**src/design/eth_stats_pkg.sv**
```systemverilog
// one 8-byte beat per cycle with byte 0 in the msb; counts are 16 bits and saturate
`default_nettype none

package eth_stats_pkg;

	// data path
	typedef logic [63:0] beat_t;

	localparam int BEAT_BYTES = 8;
	localparam int EMPTY_W    = 3;
	localparam int CNT_W_DEF  = 13;

	// header byte offsets from the first byte of the destination address
	localparam int DA_OFS        = 0;
	localparam int TYPE_OFS      = 12;
	localparam int OPCODE_OFS    = 14;
	localparam int VLAN_TYPE_OFS = 16;
	localparam int SVLAN_LEN_OFS = 20;
	localparam int HDR_BYTES     = 24;

	localparam logic [15:0] ETYPE_VLAN   = 16'h8100;
	localparam logic [15:0] ETYPE_CTRL   = 16'h8808;
	localparam logic [15:0] OPCODE_PAUSE = 16'h0001;
	localparam logic [15:0] OPCODE_PFC   = 16'h0101;

	// length rules
	localparam int CRC_BYTES       = 4;
	localparam int BASE_HDR_BYTES  = 14;
	localparam int VLAN_TAG_BYTES  = 4;
	localparam int SVLAN_TAG_BYTES = 8;
	localparam int MIN_FRAME_BYTES = 64;
	localparam int MAX_LEN_FIELD   = 1500;

	typedef struct packed {
		logic        ucast;
		logic        mcast;
		logic        bcast;
		logic        vlan;
		logic        svlan;
		logic        ctrl;
		logic        pause;
		logic        pfc;
		logic [15:0] len_field;
	} frm_class_t;

	typedef struct packed {
		logic [15:0] frame_bcnt;
		logic [15:0] data_bcnt;
	} frm_len_t;

	localparam int STATS_W = 40;
	localparam int ERR_W   = 3;

endpackage

`default_nettype wire

```
**src/design/align_pipe.sv**
```systemverilog
// DEPTH must be at least 1; every stage clears to zero on reset
`timescale 1ns/10ps
`default_nettype none

module align_pipe #(
	parameter type T     = logic,
	parameter int  DEPTH = 1
) (
	input  wire  clk,
	input  wire  rst_n_i,
	input  var T d_i,
	output T     q_o
);

	T stage_q [DEPTH];

	always_ff @(posedge clk or negedge rst_n_i) begin
		if (!rst_n_i) begin
			for (int i = 0; i < DEPTH; i++)
				stage_q[i] <= '0;
		end else begin
			stage_q[0] <= d_i;
			for (int i = 1; i < DEPTH; i++)
				stage_q[i] <= stage_q[i-1];
		end
	end

	assign q_o = stage_q[DEPTH-1];

endmodule

`default_nettype wire

```
**src/design/eth_hdr_classify.sv**
```systemverilog
// decodes only the first 24 header bytes; bytes a short frame never carried read as zero
`timescale 1ns/10ps
`default_nettype none

module eth_hdr_classify
	import eth_stats_pkg::*;
(
	input  wire        clk,
	input  wire        rst_n_i,
	input  wire beat_t frm_data_i,
	input  wire        frm_sop_i,
	input  wire        frm_eop_i,
	input  wire        frm_valid_i,
	output frm_class_t hdr_o,
	output logic       hdr_done_o
);

	localparam int HDR_W  = HDR_BYTES * 8;
	localparam int BEAT_W = BEAT_BYTES * 8;

	logic [HDR_W-1:0] hdr_q;
	logic [HDR_W-1:0] hdr_cur;
	logic [1:0]       beat_idx;
	logic [1:0]       cur_idx;
	logic [47:0]      da;
	logic [15:0]      etype;
	logic [15:0]      inner_type;
	logic [15:0]      opcode;
	logic             vlan_type;
	frm_class_t       hdr_nxt;

	function automatic logic [15:0] field16(input logic [HDR_W-1:0] hdr, input int ofs);
		return hdr[HDR_W - 1 - ofs * 8 -: 16];
	endfunction

	// ------------------------------------------------------------------
	// header capture, beats 0 to 2
	// ------------------------------------------------------------------
	assign cur_idx = frm_sop_i ? 2'd0 : beat_idx;

	always_comb begin
		hdr_cur = frm_sop_i ? '0 : hdr_q;
		// the eop beat itself joins the decode
		if (cur_idx != 2'd3)
			hdr_cur[HDR_W - 1 - BEAT_W * cur_idx -: BEAT_W] = frm_data_i;
	end

	always_ff @(posedge clk or negedge rst_n_i) begin
		if (!rst_n_i) begin
			hdr_q    <= '0;
			beat_idx <= '0;
		end else if (frm_valid_i) begin
			hdr_q <= hdr_cur;
			// stop at 3, later beats carry no header
			if (cur_idx != 2'd3)
				beat_idx <= cur_idx + 2'd1;
			else
				beat_idx <= cur_idx;
		end
	end

	// ------------------------------------------------------------------
	// class decode
	// ------------------------------------------------------------------
	assign da         = hdr_cur[HDR_W - 1 - DA_OFS * 8 -: 48];
	assign etype      = field16(hdr_cur, TYPE_OFS);
	assign inner_type = field16(hdr_cur, VLAN_TYPE_OFS);
	assign opcode     = field16(hdr_cur, OPCODE_OFS);
	assign vlan_type  = (etype == ETYPE_VLAN);

	always_comb begin
		// group bit is bit 0 of the first address byte
		hdr_nxt.bcast = &da;
		hdr_nxt.mcast = da[40] & ~(&da);
		hdr_nxt.ucast = ~da[40];
		hdr_nxt.svlan = vlan_type & (inner_type == ETYPE_VLAN);
		hdr_nxt.vlan  = vlan_type & (inner_type != ETYPE_VLAN);
		hdr_nxt.ctrl  = (etype == ETYPE_CTRL);
		hdr_nxt.pause = hdr_nxt.ctrl & (opcode == OPCODE_PAUSE);
		hdr_nxt.pfc   = hdr_nxt.ctrl & (opcode == OPCODE_PFC);
		if (hdr_nxt.svlan)
			hdr_nxt.len_field = field16(hdr_cur, SVLAN_LEN_OFS);
		else if (hdr_nxt.vlan)
			hdr_nxt.len_field = inner_type;
		else
			hdr_nxt.len_field = etype;
	end

	always_ff @(posedge clk) begin
		if (frm_valid_i && frm_eop_i)
			hdr_o <= hdr_nxt;
	end

	always_ff @(posedge clk or negedge rst_n_i) begin
		if (!rst_n_i)
			hdr_done_o <= 1'b0;
		else
			hdr_done_o <= frm_valid_i & frm_eop_i;
	end

endmodule

`default_nettype wire

```
**src/design/eth_len_count.sv**
```systemverilog
// CNT_W up to 28; beat count saturates, frame count saturates at FFFFh
`timescale 1ns/10ps
`default_nettype none

module eth_len_count
	import eth_stats_pkg::*;
#(
	parameter int CNT_W = CNT_W_DEF
) (
	input  wire               clk,
	input  wire               rst_n_i,
	input  wire               frm_sop_i,
	input  wire               frm_eop_i,
	input  wire [EMPTY_W-1:0] frm_empty_i,
	input  wire               frm_valid_i,
	input  wire               cfg_crc_included_i,
	output frm_len_t          len_o,
	output logic              len_done_o
);

	logic [CNT_W-1:0] beat_cnt;
	logic [CNT_W-1:0] beat_nxt;
	logic [31:0]      rx_bytes;
	logic [31:0]      frame_wide;
	logic [15:0]      frame_sat;
	logic [15:0]      data_nxt;

	// beats so far including the current one
	always_comb begin
		if (frm_sop_i)
			beat_nxt = CNT_W'(1);
		else if (&beat_cnt)
			beat_nxt = beat_cnt;
		else
			beat_nxt = beat_cnt + CNT_W'(1);
	end

	always_ff @(posedge clk or negedge rst_n_i) begin
		if (!rst_n_i)
			beat_cnt <= '0;
		else if (frm_valid_i)
			beat_cnt <= beat_nxt;
	end

	// ------------------------------------------------------------------
	// byte counts on the eop beat
	// ------------------------------------------------------------------
	assign rx_bytes   = 32'(beat_nxt) * BEAT_BYTES - 32'(frm_empty_i);
	assign frame_wide = cfg_crc_included_i ? rx_bytes : rx_bytes + CRC_BYTES;
	assign frame_sat  = (frame_wide > 32'hFFFF) ? 16'hFFFF : frame_wide[15:0];

	// tag bytes stay in, the classifier owns the tag class
	assign data_nxt = (frame_sat > 16'(CRC_BYTES + BASE_HDR_BYTES)) ?
		frame_sat - 16'(CRC_BYTES + BASE_HDR_BYTES) : 16'd0;

	always_ff @(posedge clk) begin
		if (frm_valid_i && frm_eop_i) begin
			len_o.frame_bcnt <= frame_sat;
			len_o.data_bcnt  <= data_nxt;
		end
	end

	always_ff @(posedge clk or negedge rst_n_i) begin
		if (!rst_n_i)
			len_done_o <= 1'b0;
		else
			len_done_o <= frm_valid_i & frm_eop_i;
	end

endmodule

`default_nettype wire

```
**src/design/eth_stats_merge.sv**
```systemverilog
// hdr_i, len_i and the config inputs must hold for one cycle after done_i
`timescale 1ns/10ps
`default_nettype none

module eth_stats_merge
	import eth_stats_pkg::*;
(
	input  wire               clk,
	input  wire               rst_n_i,
	input  wire frm_class_t   hdr_i,
	input  wire frm_len_t     len_i,
	input  wire               done_i,
	input  wire [15:0]        cfg_max_frm_length_i,
	input  wire               cfg_vlandet_disable_i,
	output logic [STATS_W-1:0] stats_o,
	output logic              stats_valid_o,
	output logic [ERR_W-1:0]  frm_error_o
);

	frm_class_t       hdr_s1;
	bit               done_s1;
	logic [15:0]      tag_bytes;
	logic [15:0]      meas_bytes;
	logic [15:0]      pld_nxt;
	logic             tag_ignored;
	logic [ERR_W-1:0] err_nxt;
	logic [15:0]      pld_s1;
	logic [15:0]      frame_s1;
	logic [ERR_W-1:0] err_s1;

	// class and done flag ride alongside stage 1
	align_pipe #(.T(frm_class_t), .DEPTH(1)) hdr_pipe_inst (
		.clk     (clk),
		.rst_n_i (rst_n_i),
		.d_i     (hdr_i),
		.q_o     (hdr_s1)
	);

	align_pipe #(.T(bit), .DEPTH(1)) done_pipe_inst (
		.clk     (clk),
		.rst_n_i (rst_n_i),
		.d_i     (done_i),
		.q_o     (done_s1)
	);

	// ------------------------------------------------------------------
	// stage 1, payload count and checks
	// ------------------------------------------------------------------
	always_comb begin
		if (hdr_i.svlan)
			tag_bytes = 16'(SVLAN_TAG_BYTES);
		else if (hdr_i.vlan)
			tag_bytes = 16'(VLAN_TAG_BYTES);
		else
			tag_bytes = 16'd0;
		meas_bytes = (len_i.data_bcnt > tag_bytes) ? len_i.data_bcnt - tag_bytes : 16'd0;
		pld_nxt = cfg_vlandet_disable_i ? meas_bytes + tag_bytes : meas_bytes;
		// no length check on control frames or tags passed through as data
		tag_ignored = cfg_vlandet_disable_i & (hdr_i.vlan | hdr_i.svlan);
		err_nxt[0] = len_i.frame_bcnt < 16'(MIN_FRAME_BYTES);
		err_nxt[1] = len_i.frame_bcnt > cfg_max_frm_length_i;
		err_nxt[2] = (hdr_i.len_field <= 16'(MAX_LEN_FIELD)) &
			(hdr_i.len_field > meas_bytes) & ~hdr_i.ctrl & ~tag_ignored;
	end

	always_ff @(posedge clk) begin
		pld_s1   <= pld_nxt;
		frame_s1 <= len_i.frame_bcnt;
		err_s1   <= err_nxt;
	end

	// ------------------------------------------------------------------
	// stage 2, stats vector
	// ------------------------------------------------------------------
	always_ff @(posedge clk) begin
		if (done_s1) begin
			stats_o <= {hdr_s1.pfc, hdr_s1.ucast, hdr_s1.mcast, hdr_s1.bcast,
				hdr_s1.pause, hdr_s1.ctrl, hdr_s1.vlan, hdr_s1.svlan, frame_s1, pld_s1};
			frm_error_o <= err_s1;
		end
	end

	always_ff @(posedge clk or negedge rst_n_i) begin
		if (!rst_n_i)
			stats_valid_o <= 1'b0;
		else
			stats_valid_o <= done_s1;
	end

endmodule

`default_nettype wire

```
**src/design/eth_rx_stats.sv**
```systemverilog
// no back-pressure; stats_valid_o pulses three clock edges after the eop beat is taken
`timescale 1ns/10ps
`default_nettype none

module eth_rx_stats
	import eth_stats_pkg::*;
#(
	parameter int CNT_W = CNT_W_DEF
) (
	input  wire                clk,
	input  wire                rst_n_i,
	input  wire beat_t         frm_data_i,
	input  wire                frm_sop_i,
	input  wire                frm_eop_i,
	input  wire [EMPTY_W-1:0]  frm_empty_i,
	input  wire                frm_valid_i,
	input  wire                cfg_crc_included_i,
	input  wire [15:0]         cfg_max_frm_length_i,
	input  wire                cfg_vlandet_disable_i,
	output logic [STATS_W-1:0] stats_o,
	output logic               stats_valid_o,
	output logic [ERR_W-1:0]   frm_error_o
);

	frm_class_t hdr_res;
	frm_len_t   len_res;
	logic       len_done;

	// classifier and counter see the same beats
	eth_hdr_classify hdr_classify_inst (
		.clk         (clk),
		.rst_n_i     (rst_n_i),
		.frm_data_i  (frm_data_i),
		.frm_sop_i   (frm_sop_i),
		.frm_eop_i   (frm_eop_i),
		.frm_valid_i (frm_valid_i),
		.hdr_o       (hdr_res),
		.hdr_done_o  ()
	);

	eth_len_count #(.CNT_W(CNT_W)) len_count_inst (
		.clk                (clk),
		.rst_n_i            (rst_n_i),
		.frm_sop_i          (frm_sop_i),
		.frm_eop_i          (frm_eop_i),
		.frm_empty_i        (frm_empty_i),
		.frm_valid_i        (frm_valid_i),
		.cfg_crc_included_i (cfg_crc_included_i),
		.len_o              (len_res),
		.len_done_o         (len_done)
	);

	// both done flags match, one is enough
	eth_stats_merge stats_merge_inst (
		.clk                   (clk),
		.rst_n_i               (rst_n_i),
		.hdr_i                 (hdr_res),
		.len_i                 (len_res),
		.done_i                (len_done),
		.cfg_max_frm_length_i  (cfg_max_frm_length_i),
		.cfg_vlandet_disable_i (cfg_vlandet_disable_i),
		.stats_o               (stats_o),
		.stats_valid_o         (stats_valid_o),
		.frm_error_o           (frm_error_o)
	);

endmodule

`default_nettype wire

```
**config.mk**
```make
export PLATFORM = sky130hd
export DESIGN_NAME = eth_rx_stats
export DESIGN_NICKNAME = d
export VERILOG_FILES = /design/src/design/eth_stats_pkg.sv /design/src/design/align_pipe.sv /design/src/design/eth_hdr_classify.sv /design/src/design/eth_len_count.sv /design/src/design/eth_stats_merge.sv /design/src/design/eth_rx_stats.sv
export SDC_FILE = /design/constraint.sdc
export NUM_CORES = 1
export LEC_CHECK = 0
export BUFFER_PORTS_ARGS = -buffer_cell sky130_fd_sc_hd__buf_2
export CAP_MARGIN = 0
export CELL_PAD_IN_SITES_DETAIL_PLACEMENT = 1
export CELL_PAD_IN_SITES_GLOBAL_PLACEMENT = 1
export CORE_MARGIN = 2
export CORE_UTILIZATION = 43
export DETAILED_ROUTE_END_ITERATION = 12
export GPL_TIMING_DRIVEN = 0
export PLACE_DENSITY_LB_ADDON = 0.1
export SYNTH_ARGS = -nofsm -noshare
export SYNTH_HDL_FRONTEND = slang
export SYNTH_SLANG_ARGS = --single-unit
export TNS_END_PERCENT = 20
```
**constraint.sdc**
```tcl
create_clock -name clk -period 4.6 [get_ports clk]
set_input_delay 0.92 -clock clk [delete_from_list [all_inputs] [get_ports clk]]
set_output_delay 0.92 -clock clk [all_outputs]
set_load 0.005 [all_outputs]
```
==> run_results.csv <==
group,metric,value,unit
status,outcome,"finished, final reports clean",
global_routing,grt_overflow,0,
global_routing,antenna_found_initial,0,
route,post_drt_via_cell_ratio,6.02,
cts,insertion_delay,540,ps
power_and_ir_drop,total_power,0.00676,W
critical_path,cp_data_required_time,4860,ps
final_layout,finish.utilization,52.3,%
die,dieArea,33300,µm²
timing,tightest_slew,896,ps
cts,cts_tree,"yes",
job,maxCapViolCount,0,
global_routing,grt_max_degree,93,
synth,synthArstFlopShare,50.7,%
route,first_iter_violations,614,
final_layout,syn2layout_area_growth,20.3,%
power_and_ir_drop,p_per_area,411,nW/µm²
route,vias,11100,
place,portBuffers,122,
timing,slew_viol_final,0,
route,wire_per_inst,21.9,µm
timing,relSlewSlack,40.2,%
cts,numClockSinks,272,
place,place.gp.congestion,0.856,
timing,fmax,225,MHz
final_layout,drive_gt1_share,22.1,%
cts,clock_path_buffers,3,
timing,final.setup.tns,0,ps
timing,period_needed,4450,ps
timing,setup_viol,0,
power_and_ir_drop,leakagePower,7.06,nW
die,initial_core_util,43.5,%
timing,skew,10.5,ps
synth,synthCells,1231,
timing,finalHoldViolCount,0,
die,fp.dieW,182,µm
synth,ys.flop_type,"dfrtp_1",
synth,syn-cell-area,13700,µm²
cts,htreeDepth,1,
route,routed_wl,40300,µm
global_routing,grt_pass1_vias,11500,
critical_path,cp-end-kind,"flop",
place,hpwl,29200,µm
global_routing,grtUsageTotal,24.1,%
critical_path,path_class,"in2reg",
critical_path,arrival,4710,ps
place,placedCellCount,1759,
synth,yosysMostFrequentCell,"dfrtp_1",
synth,yosysTopAreaCell,"dfrtp_1",
final_layout,diodes,0,
die,coreArea,31500,µm²
synth,syn_avg_cell_area,11.1,µm²
synth,synth_top_area_share,25.2,%
min_path,hp-class,"in2async",
synth,yosys-top-cells-count,"138 x dfrtp_1, 103 x a22o_1, 99 x edfxtp_1",
synth,synth.yosys.seq_area_share,52.1,%
synth,yosys_warnings,0,
critical_path,worstSetupStartpoint,"frm_sop_i",
cts,clk_pin_slew,60,ps
synth,synth_area_leaders,"dfrtp_1 25%, edfxtp_1 22%, a22o_1 6.6%, dfxtp_1 5.1%, ha_1 3.9%",
synth,ys_ff_latch,272,
final_layout,fin_area,16500,µm²
timing,fin_crit_sh,96.8,%
critical_path,reg2reg_from,"len_count_inst.beat_cnt[0]$_DFFE_PN0P_",
die,row_count,65,
critical_path,cp-start-kind,"input port",
cts,numCtsBuffers,30,
place,placed_area,15000,µm²
synth,syn-num-nets,1366,
die,die_h,182,µm
final_layout,final_nets,1549,
critical_path,worstPathMaxFanout,10,
route,drt_first_pass_iters,7,
die,boundaryPins,134,
route,ant_nets,0,
global_routing,grt_pass1_wl,63600,µm
final_layout,final_cell_count_no_fill,1839,
synth,synth_edf_count,99,
route,drc_errors,0,
final_layout,fillers,3369,
synth,synth_cell_types,78,
cts,root_buffer,"clkbuf_16",
power_and_ir_drop,ir_drop,0.299,mV
-- worst paths after layout --
check	endpoint	slack, ps	cells after the start
worst max register to register	len_count_inst.len_o[15]$_SDFFCE_PP0P_	210	23
max in group asynchronous	stats_merge_inst.hdr_pipe_inst.q_o[20]$_DFF_PN0_	3420	2
worst max-delay path	hdr_classify_inst.hdr_o[22]$_DFFE_PP_	150	16
worst min-delay path	hdr_classify_inst.hdr_q[77]$_DFFE_PN0P_	310	1
worst min register to register	stats_merge_inst.hdr_pipe_inst.q_o[21]$_DFF_PN0_	350	0
min in group clk	stats_merge_inst.hdr_pipe_inst.q_o[21]$_DFF_PN0_	350	0
-- state kept, by name, summed over array words and instances (netlist names), 8 cells and up --
register                            count
hdr_classify_inst.hdr_q               112
stats_merge_inst.stats_o               40
len_count_inst.len_o                   32
hdr_classify_inst.hdr_o                24
stats_merge_inst.frame_s1              16
stats_merge_inst.pld_s1                16
len_count_inst.beat_cnt                13
stats_merge_inst.hdr_pipe_inst.q_o      8
-- per-layer routing --
layer / GRT usage (%) / routed length, µm / vias to the layer above
li1: - / - / 5131
met1: 32.0 / 18000 / 5588
met2: 41.6 / 19600 / 276
met5: 0.148 / 0 / -
met3: 2.59 / 1500 / 71
met4: 7.13 / 1170 / 0
-- area by class of cell --
type | count | area [µm²] | area share, %
inverters | 47 | 176 | 1.07
clock buffers | 46 | 872 | 5.30
repair buffers | 152 | 887 | 5.39
flip-flops and latches | 272 | 7130 | 43.3
multi-input cells | 837 | 6400 | 38.9
clock inverters | 9 | 125 | 0.760
plain buffers | 74 | 363 | 2.20
well taps | 402 | 503 | 3.06
-- where the power goes --
group	switching, W	total, W	internal [W]	leakage [nW]
Combinational	0.000836	0.00141	0.000574	3.49
Clock	0.000943	0.00241	0.00147	0.489
Sequential	0.000142	0.00294	0.00279	3.08
-- through the flow --
stage	setup slack (ps)	hold WS, ps
2_1_floorplan	-67.1	331
6_report	148	310
5_1_grt	-12.4	328
3_3_place_gp	-2300	334
4_1_cts	11.4	313
3_5_place_dp	-1410	336
-- what timing repair did --
item	in CTS	in global routing
gates resized for setup	29	47
gates cloned	1	0
buffers inserted	13	12
pin swaps	10	10
setup endpoints to repair	47	29
hold buffers	0	0
-- worst max-delay path, stage by stage --
cell,delay (ps)
buf_8,110
clkbuf_8,190
buf_2,260
clkbuf_4,280
nand2b_1,180
inv_1,80
ha_1,250
nor4b_2,440
buf_4,250
clkbuf_2,290
clkbuf_4,320
a32oi_1,180
nor4_2,440
nand4_1,170
nor2_2,260
nor2_1,60
-- cell usage in the layout (no fill, tap or decap), types with 6 or more instances in the layout --
master     synthesis  routed
or4_1              8       7
nor3_1            33      29
a221oi_1          13      13
a22oi_1           36      34
a22o_1           103     103
clkbuf_16          0      31
buf_1             10       9
or3_1             11      11
a21oi_1           45      42
xnor2_1           29      28
nor4_1            30      24
clkbuf_1          52      49
a32oi_1           24      24
or2_2              6       6
a32o_1            24      24
buf_2              9     128
edfxtp_1          99      99
dfrtp_1          138     134
and3_1            13      11
nand3_1           17      15
inv_1             47      45
mux2i_1           11      11
xor2_1            19      17
o21ai_0           37      35
buf_4              2      29
o21a_1             8       8
nand2b_1          18      17
nor2b_1           15      14
a21o_1            35      33
dfxtp_1           35      35
clkbuf_8           0       6
mux2_2            20      20
ha_1              43      40
a31oi_1           10       9
and2_1            13      11
nand2_1           61      57
clkbuf_2           1       9
nor2_1            62      58
nand4_1           24      24
-- logic make-up (layout without fill, tap and decap cells) --
| logic type | Yosys count | after routing | share of synthesized area [%] |
|---|---|---|---|
| buffers and inverters | 122 | 328 | 3.55 |
| muxes | 31 | 31 | 2.45 |
| xor gates and xnor gates | 48 | 48 | 3.07 |
| adders and majority gates | 45 | 45 | 4.23 |
| and+or+nand+nor | 333 | 333 | 13.2 |
| AOI/OAI and AO/OA | 380 | 380 | 21.4 |
| DFF | 272 | 272 | 52.1 |
Note: power is estimated with default switching activity, not from simulation.
